<file path="src/lc3b_types.sv">
`default_nettype none

package lc3b_types;

    // ======================================================================
    // Cache geometry
    // ======================================================================
    localparam int L1_SETS           = 8;
    localparam int L1_WAYS           = 2;
    localparam int L1_WORDS_PER_LINE = 8;

    // ======================================================================
    // Data and address types
    // ======================================================================
    typedef logic [15:0]  lc3b_word;       // Data word or byte address.
    typedef logic [127:0] lc3b_cacheline;  // Word 0 sits in bits 15:0.
    typedef logic [8:0]   lc3b_c_tag;      // Address bits 15:7.
    typedef logic [2:0]   lc3b_c_index;    // Address bits 6:4.
    typedef logic [2:0]   lc3b_c_offset;   // Address bits 3:1.
    typedef logic [1:0]   lc3b_mem_wmask;  // Bit 0 enables the low byte.

    // Controller states.
    typedef enum logic [1:0] {
        s_check,
        s_writeback,
        s_fetch
    } l1_state;

    // Source of the L2 line address. The fourth code reads as zero.
    typedef enum logic [1:0] {
        addr_cpu  = 2'b00,
        addr_way0 = 2'b01,
        addr_way1 = 2'b10
    } l1_l2addr_src;

endpackage : lc3b_types

`default_nettype wire
</file>
<file path="src/l1_cache.sv">
`default_nettype none
`timescale 1ns/1ps

module l1_cache
(
    input  wire logic clk,
    input  wire logic rst,

    // CPU side.
    input  wire logic mem_read, mem_write,
    input  lc3b_types::lc3b_mem_wmask mem_byte_enable,
    input  lc3b_types::lc3b_word      mem_address, mem_wdata,
    output logic                      mem_resp,
    output lc3b_types::lc3b_word      mem_rdata,

    // L2 side.
    input  wire logic                 l2_resp,
    input  lc3b_types::lc3b_cacheline l2_rdata,
    output logic                      l2_read, l2_write,
    output lc3b_types::lc3b_word      l2_address,
    output lc3b_types::lc3b_cacheline l2_wdata
);

logic load_lru, lru_in, l2wdata_sel;
logic load_d0, load_v0, load_td0, d_in0, v_in0;
logic load_d1, load_v1, load_td1, d_in1, v_in1;
logic lru_out, d_out0, d_out1, hit0, hit1;
lc3b_types::l1_l2addr_src l2addr_sel;

l1_cache_control control
(
    .clk, .rst,
    .mem_read, .mem_write, .mem_resp,
    .hit0, .hit1, .lru_out, .d_out0, .d_out1,
    .l2_resp, .l2_read, .l2_write,
    .load_lru, .lru_in, .l2wdata_sel,
    .load_d0, .load_v0, .load_td0, .d_in0, .v_in0,
    .load_d1, .load_v1, .load_td1, .d_in1, .v_in1,
    .l2addr_sel
);

l1_cache_datapath datapath
(
    .clk, .rst,
    .load_lru, .lru_in, .l2wdata_sel,
    .load_d0, .load_v0, .load_td0, .d_in0, .v_in0,
    .load_d1, .load_v1, .load_td1, .d_in1, .v_in1,
    .l2addr_sel,
    .lru_out, .d_out0, .d_out1, .hit0, .hit1,
    .mem_byte_enable, .mem_address, .mem_wdata, .mem_rdata,
    .l2_read, .l2_rdata, .l2_address, .l2_wdata
);

endmodule : l1_cache

`default_nettype wire

</file>
<file path="src/l1_cache_control.sv">
`default_nettype none
`timescale 1ns/1ps

module l1_cache_control
(
    input  wire logic clk,
    input  wire logic rst,

    // CPU handshake.
    input  wire logic mem_read, mem_write,
    output logic mem_resp,

    // Datapath status.
    input  wire logic hit0, hit1, lru_out, d_out0, d_out1,

    // L2 handshake.
    input  wire logic l2_resp,
    output logic l2_read, l2_write,

    // Datapath control.
    output logic load_lru, lru_in, l2wdata_sel,
    output logic load_d0, load_v0, load_td0, d_in0, v_in0,
    output logic load_d1, load_v1, load_td1, d_in1, v_in1,
    output lc3b_types::l1_l2addr_src l2addr_sel
);

lc3b_types::l1_state state, next_state;
logic                request;
logic                hit;
logic                victim_dirty;

assign request      = mem_read | mem_write;
assign hit          = hit0 | hit1;
assign victim_dirty = lru_out ? d_out1 : d_out0;

always_ff @(posedge clk) begin
    if (rst)
        state <= lc3b_types::s_check;
    else
        state <= next_state;
end

// ======================================================================
// Next state and outputs
// ======================================================================
always_comb begin
    next_state  = state;
    mem_resp    = 1'b0;
    l2_read     = 1'b0;
    l2_write    = 1'b0;
    load_lru    = 1'b0;
    lru_in      = 1'b0;
    l2wdata_sel = lru_out;             // Victim way unless a hit overrides.
    l2addr_sel  = lc3b_types::addr_cpu;
    load_d0 = 1'b0; load_v0 = 1'b0; load_td0 = 1'b0; d_in0 = 1'b0; v_in0 = 1'b0;
    load_d1 = 1'b0; load_v1 = 1'b0; load_td1 = 1'b0; d_in1 = 1'b0; v_in1 = 1'b0;

    case (state)
        lc3b_types::s_check: begin
            if (request && hit) begin
                mem_resp    = 1'b1;
                l2wdata_sel = hit1;
                load_lru    = 1'b1;
                lru_in      = hit0;    // The other way becomes LRU.
                if (mem_write) begin
                    load_td0 = hit0;
                    load_d0  = hit0;
                    d_in0    = 1'b1;
                    load_td1 = hit1;
                    load_d1  = hit1;
                    d_in1    = 1'b1;
                end
            end else if (request) begin
                if (victim_dirty)
                    next_state = lc3b_types::s_writeback;
                else
                    next_state = lc3b_types::s_fetch;
            end
        end

        lc3b_types::s_writeback: begin
            l2_write = 1'b1;
            if (lru_out)
                l2addr_sel = lc3b_types::addr_way1;
            else
                l2addr_sel = lc3b_types::addr_way0;
            if (l2_resp)
                next_state = lc3b_types::s_fetch;
        end

        lc3b_types::s_fetch: begin
            l2_read = 1'b1;
            if (l2_resp) begin
                // Fill the victim way clean and valid.
                load_td0 = ~lru_out;
                load_v0  = ~lru_out;
                load_d0  = ~lru_out;
                v_in0    = 1'b1;
                load_td1 = lru_out;
                load_v1  = lru_out;
                load_d1  = lru_out;
                v_in1    = 1'b1;
                next_state = lc3b_types::s_check;
            end
        end

        default: next_state = lc3b_types::s_check;
    endcase
end

// The L2 sees one request at a time.
l2_one_req: assert property (@(posedge clk) disable iff (rst) !(l2_read && l2_write));

resp_needs_req: assert property (@(posedge clk) disable iff (rst)
    mem_resp |-> (mem_read || mem_write));

// A tag may live in only one way of a set.
hit_one_way: assert property (@(posedge clk) disable iff (rst) !(hit0 && hit1));

endmodule : l1_cache_control

`default_nettype wire

</file>
<file path="src/l1_cache_datapath.sv">
`default_nettype none
`timescale 1ns/1ps

module l1_cache_datapath
(
    input  wire logic clk,
    input  wire logic rst,

    // Control signals.
    input  wire logic load_lru, lru_in, l2wdata_sel,
    input  wire logic load_d0, load_v0, load_td0, d_in0, v_in0,
    input  wire logic load_d1, load_v1, load_td1, d_in1, v_in1,
    input  lc3b_types::l1_l2addr_src l2addr_sel,
    output logic lru_out, d_out0, d_out1, hit0, hit1,

    // CPU signals.
    input  lc3b_types::lc3b_mem_wmask mem_byte_enable,
    input  lc3b_types::lc3b_word      mem_address, mem_wdata,
    output lc3b_types::lc3b_word      mem_rdata,

    // L2 signals.
    input  wire logic l2_read,
    input  lc3b_types::lc3b_cacheline l2_rdata,
    output lc3b_types::lc3b_word      l2_address,
    output lc3b_types::lc3b_cacheline l2_wdata
);

lc3b_types::lc3b_c_tag     tag;
lc3b_types::lc3b_c_index   index;
lc3b_types::lc3b_c_offset  offset;
lc3b_types::lc3b_cacheline writelogic_out;
lc3b_types::lc3b_cacheline way_data [lc3b_types::L1_WAYS];
lc3b_types::lc3b_c_tag     way_tag  [lc3b_types::L1_WAYS];
logic                      v_out0, v_out1;
logic                      lru_bits [lc3b_types::L1_SETS];

assign tag    = mem_address[15:7];
assign index  = mem_address[6:4];
assign offset = mem_address[3:1];

// ======================================================================
// LRU bits, one per set, naming the way to replace next
// ======================================================================
always_ff @(posedge clk) begin
    if (rst) begin
        for (int s = 0; s < lc3b_types::L1_SETS; s++)
            lru_bits[s] <= 1'b0;
    end else if (load_lru) begin
        lru_bits[index] <= lru_in;
    end
end

assign lru_out = lru_bits[index];

// ======================================================================
// Ways and line merge
// ======================================================================
l1_cache_writelogic writelogic
(
    .l2_read, .mem_byte_enable, .offset, .mem_wdata, .l2_rdata,
    .cur_cacheline(l2_wdata), .output_cacheline(writelogic_out)
);

l1_way way0
(
    .clk, .rst,
    .load_d(load_d0), .load_v(load_v0), .load_td(load_td0), .index,
    .d_in(d_in0), .v_in(v_in0), .tag_in(tag), .data_in(writelogic_out),
    .d_out(d_out0), .v_out(v_out0), .tag_out(way_tag[0]), .data_out(way_data[0])
);

l1_way way1
(
    .clk, .rst,
    .load_d(load_d1), .load_v(load_v1), .load_td(load_td1), .index,
    .d_in(d_in1), .v_in(v_in1), .tag_in(tag), .data_in(writelogic_out),
    .d_out(d_out1), .v_out(v_out1), .tag_out(way_tag[1]), .data_out(way_data[1])
);

assign hit0 = v_out0 & (tag == way_tag[0]);
assign hit1 = v_out1 & (tag == way_tag[1]);

// ======================================================================
// Output selection
// ======================================================================
assign l2_wdata  = way_data[l2wdata_sel];            // Victim or hit line.
assign mem_rdata = l2_wdata[16*offset +: 16];

always_comb begin
    case (l2addr_sel)
        lc3b_types::addr_cpu:  l2_address = {mem_address[15:4], 4'h0};
        lc3b_types::addr_way0: l2_address = {way_tag[0], index, 4'h0};
        lc3b_types::addr_way1: l2_address = {way_tag[1], index, 4'h0};
        default:               l2_address = '0;
    endcase
end

endmodule : l1_cache_datapath

`default_nettype wire

</file>
<file path="src/l1_cache_writelogic.sv">
`default_nettype none
`timescale 1ns/1ps

module l1_cache_writelogic
(
    input  wire logic l2_read,
    input  lc3b_types::lc3b_mem_wmask mem_byte_enable,
    input  lc3b_types::lc3b_c_offset  offset,
    input  lc3b_types::lc3b_word      mem_wdata,
    input  lc3b_types::lc3b_cacheline l2_rdata,
    input  lc3b_types::lc3b_cacheline cur_cacheline,
    output lc3b_types::lc3b_cacheline output_cacheline
);

lc3b_types::lc3b_cacheline merged;

// Replace the enabled bytes of the addressed word.
always_comb begin
    merged = cur_cacheline;
    for (int w = 0; w < lc3b_types::L1_WORDS_PER_LINE; w++) begin
        if (w == int'(offset)) begin
            if (mem_byte_enable[0])
                merged[16*w +: 8] = mem_wdata[7:0];
            if (mem_byte_enable[1])
                merged[16*w + 8 +: 8] = mem_wdata[15:8];
        end
    end
end

// A fill takes the L2 line unchanged.
always_comb begin
    if (l2_read)
        output_cacheline = l2_rdata;
    else
        output_cacheline = merged;
end

endmodule : l1_cache_writelogic

`default_nettype wire

</file>
<file path="src/l1_way.sv">
`default_nettype none
`timescale 1ns/1ps

module l1_way
(
    input  wire logic clk,
    input  wire logic rst,

    input  wire logic load_d, load_v, load_td,
    input  wire logic d_in, v_in,
    input  lc3b_types::lc3b_c_index   index,
    input  lc3b_types::lc3b_c_tag     tag_in,
    input  lc3b_types::lc3b_cacheline data_in,

    output logic d_out, v_out,
    output lc3b_types::lc3b_c_tag     tag_out,
    output lc3b_types::lc3b_cacheline data_out
);

logic                      valid [lc3b_types::L1_SETS];
logic                      dirty [lc3b_types::L1_SETS];
lc3b_types::lc3b_c_tag     tags  [lc3b_types::L1_SETS];
lc3b_types::lc3b_cacheline lines [lc3b_types::L1_SETS];

// Status bits come out of reset cleared.
always_ff @(posedge clk) begin
    if (rst) begin
        for (int s = 0; s < lc3b_types::L1_SETS; s++) begin
            valid[s] <= 1'b0;
            dirty[s] <= 1'b0;
        end
    end else begin
        if (load_v)
            valid[index] <= v_in;
        if (load_d)
            dirty[index] <= d_in;
    end
end

// Tag and line are always written together.
always_ff @(posedge clk) begin
    if (load_td) begin
        tags[index]  <= tag_in;
        lines[index] <= data_in;
    end
end

// Reads are asynchronous at the current index.
assign v_out    = valid[index];
assign d_out    = dirty[index];
assign tag_out  = tags[index];
assign data_out = lines[index];

// A line must never be stored into an invalid set without marking it valid.
td_needs_valid: assert property (@(posedge clk) disable iff (rst)
    load_td |-> (load_v || valid[index]));

endmodule : l1_way

`default_nettype wire

</file>
<file path="config.mk">
export PLATFORM = sky130hd
export DESIGN_NAME = l1_cache
export DESIGN_NICKNAME = d
export VERILOG_FILES = /design/src/lc3b_types.sv /design/src/l1_cache.sv /design/src/l1_cache_control.sv /design/src/l1_cache_datapath.sv /design/src/l1_cache_writelogic.sv /design/src/l1_way.sv
export SDC_FILE = /design/constraint.sdc
export NUM_CORES = 2
export LEC_CHECK = 0
export BUFFER_PORTS_ARGS = -buffer_cell sky130_fd_sc_hd__buf_4
export CAP_MARGIN = 25
export CORE_MARGIN = 5
export CORE_UTILIZATION = 50
export CTS_BUF_LIST = sky130_fd_sc_hd__clkbuf_4 sky130_fd_sc_hd__clkbuf_8 sky130_fd_sc_hd__clkbuf_16
export DETAILED_ROUTE_END_ITERATION = 12
export PLACE_DENSITY = 0.71
export SLEW_MARGIN = 5
export SYNTH_ARGS = -nofsm -noshare
export SYNTH_HDL_FRONTEND = slang
export SYNTH_SLANG_ARGS = --single-unit
</file>
<file path="constraint.sdc">
create_clock -name clk -period 11.34 [get_ports clk]
set_input_delay 1.134 -clock clk [delete_from_list [all_inputs] [get_ports clk]]
set_output_delay 1.134 -clock clk [all_outputs]
set_load 0.1 [all_outputs]
</file>
==> metrics.cfg <==
[global_routing]
grt.total_usage=0.280
grt_max_degree=129
grt_pass1_vias=50100
grt_first_pass_wirelength_mm=363
antenna_found_initial=16
grt_overflow=0

[yosys]
yosysWarnings=0
synthFlopType=edfxtp_1
ys_ff_latch=2234
async_flop_share=0
yosysSeqAreaShare=0.778
syn_area_per_cell_sq_um=17.7
synth.cell_area_sq_mm=0.0862
synth_edf_count=2232
synthCells=4862
synth_cell_types=66

[pwr]
p_per_area_mw_per_mm2=199
p_leak_nw=32.1
power.ir.vdd_worst_uv=126

[route]
drt_first_pass_iters=6
vias=51200
detail-route-antenna-nets=0
vias_per_cell=6.58
avgRoutedWirePerCell_microns=33.1
drc=0
wl_mm=257
first_iter_violations=6425

[critical_path]
path_class=input port to output port
critPathLaunchType=input port
cp_max_fo=35
required_ns=10.21
r2r_setup_slack_ns=6.30
end_kind=output port
crit_arrival_ns=6.95

[timing]
timing_worst_slew_pin_value_ns=1.10
setup_slack_ns=3.26
tns_ns=0
finalMaxSlewViolations=0
rsz0062_at_grt=false
finalClockSkew_ns=0.0399
setup_viol=0
finalCritPeriodShare=0.713
finalHoldViolations=0
finalCriticalPeriod_ns=8.08
fmax_mhz=124
slew_headroom=0.268

[flow_run]
cap_violations=0

[placed_design]
dp_hpwl_mm=139
pre_cts_slack_ns=3.35
io_buffers=324
place_congestion=0.843

[final_layout]
final_layout_size_suffix_gt1_frac=0.203
final_cell_mix=edfxtp_1 (2232), a22oi_1 (706), buf_4 (531), mux2i_1 (247), clkbuf_16 (211)
nets=5453
area_delta_synth_final_pct=14.8
n_fill_cell=12700
final_common_cell=edfxtp_1

[floorplan]
coreArea_sq_mm=0.172
io-pin-count=330
placementRows=152
start_util=0.503
dieArea_sq_mm=0.181
die_h_microns=425
die_w_microns=425

[hold_path]
min-delay-path-class=flip-flop to flip-flop

[clock_tree]
path_clk_slew_ns=0.06
cts_tree=yes
cts_setup_buffers=0
cts_sinks=2234
numCtsBuffers=209
cts_buffer_depth=3
cts_root_buffer=clkbuf_16
post_cts_resized=0
cts-hold-fix-buffers=0
clk_latency_ns=0.86
htreeDepth=4

[run_status]
status=finished clean

-- worst paths after layout --
check,from,end,cells after the start
max reg2reg,datapath.way1.tags[3][1],datapath.way1.lines[0][87],10
min reg2reg,control.state[0],control.state[0],2
min,control.state[0],control.state[0],2
max,mem_address[4],mem_rdata[7],13
-- synth_stat cells (3+ instances only) --
cell           count  area, sq um
clkbuf_1         248          931
nand2_1          158          593
a22oi_1          706         5300
nor3b_1            4         30.0
and3_1           119          744
nor2_1            67          251
and4_1             7         61.3
nor2b_1            8         50.1
a21o_1            11         82.6
mux4_1            11          289
buf_4             15          113
mux2_2            74          833
nor3_1            25          125
buf_1             56          210
o22ai_1            5         31.3
a2bb2oi_1          3         26.3
o21ai_0          144          721
a22o_1           188         1650
a221oi_1         170         1490
a31oi_1            6         37.5
buf_6             11          124
nor4b_1            3         26.3
mux2i_1          247         2470
and2_1             6         37.5
or2_2             35          219
nand4_1           86          538
edfxtp_1        2232        67000
a221o_1            4         40.0
nand2b_1           5         31.3
mux4_2            39          878
nand3_1           69          345
a221oi_2          13          195
inv_1              5         18.8
and3b_1            4         35.0
a21oi_1            7         35.0
a211oi_1           3         22.5
dlygate4sd3_1      3         30.0
xnor2_1           10         87.6
or3_1              3         18.8
buf_2             15         75.1
-- metal layers --
metal	part of all wire	wire length (microns)	vias up	GRT usage
met3	0.10	26900	567	0.0593
met2	0.47	120000	3267	0.435
met1	0.37	94400	26200	0.374
met5	0.00013	34	-	0
li1	-	-	21100	-
met4	0.061	15800	6	0.151
-- worst max-delay path, cell delays in order --
cell      delay [ns]
buf_4           0.37
buf_4           0.55
mux4_1          0.63
mux2i_1         0.44
xnor2_1         0.10
or3_1           0.32
nor3_1          0.27
a22o_4          0.62
buf_4           0.67
mux4_2          0.66
a22o_1          0.30
a221oi_2        0.43
buf_4           0.39
-- where the power goes --
group	internal (W)	total (W)	leakage, nW	switching [W]
Clock	0.00390	0.00690	3.40	0.00300
Combinational	0.000693	0.00290	8.49	0.00221
Sequential	0.00986	0.00988	20.3	0.0000223
Total	0.0144	0.0197	32.1	0.00523
-- sequential cells by signal, summed over array words and instances, names as in the netlist --
name,flops
datapath.way1.tags,72
datapath.way0.valid,8
datapath.way1.dirty,8
datapath.way0.lines,1024
datapath.lru_bits,8
control.state,2
datapath.way0.tags,72
datapath.way0.dirty,8
datapath.way1.lines,1024
datapath.way1.valid,8
-- cells by family (layout without fill, tap and decap cells) --
family | Yosys count | in the layout | share of synthesized area
flops | 2234 | 2234 | 0.778
compound gates | 1276 | 1276 | 0.114
simple gates | 605 | 605 | 0.0366
mux | 373 | 373 | 0.0523
buf+inv | 360 | 953 | 0.0184
xor+xnor | 12 | 12 | 0.00122
fa+ha+maj | 1 | 1 | 0.000116
other cells | 1 | 15 | 0.0000435
-- cell type report --
class | count | area, sq um | area share
Antenna cell | 11 | 27.5 | 0.000278
Inverter | 6 | 22.5 | 0.000227
Timing Repair Buffer | 564 | 4400 | 0.0444
Clock buffer | 258 | 5630 | 0.0569
Tap cell | 2310 | 2890 | 0.0292
Clock inverter | 125 | 1160 | 0.0117
Sequential cell | 2234 | 67100 | 0.677
Multi-Input combinational cell | 2271 | 17800 | 0.180
-- through the flow --
step           std cells  hold slack (ns)   util  power, W  area, sq um
2_1_floorplan       4865            0.506      -    0.0118        86200
3_3_place_gp        7357            0.533  0.536    0.0128        92000
3_5_place_dp        7383            0.586  0.537    0.0129        92200
4_1_cts             7766            0.565  0.577    0.0197        99000
5_1_grt             7771            0.591  0.577    0.0202        99000
6_report            7779            0.613  0.577    0.0197        99000
Power figures use the tool's default switching activity.
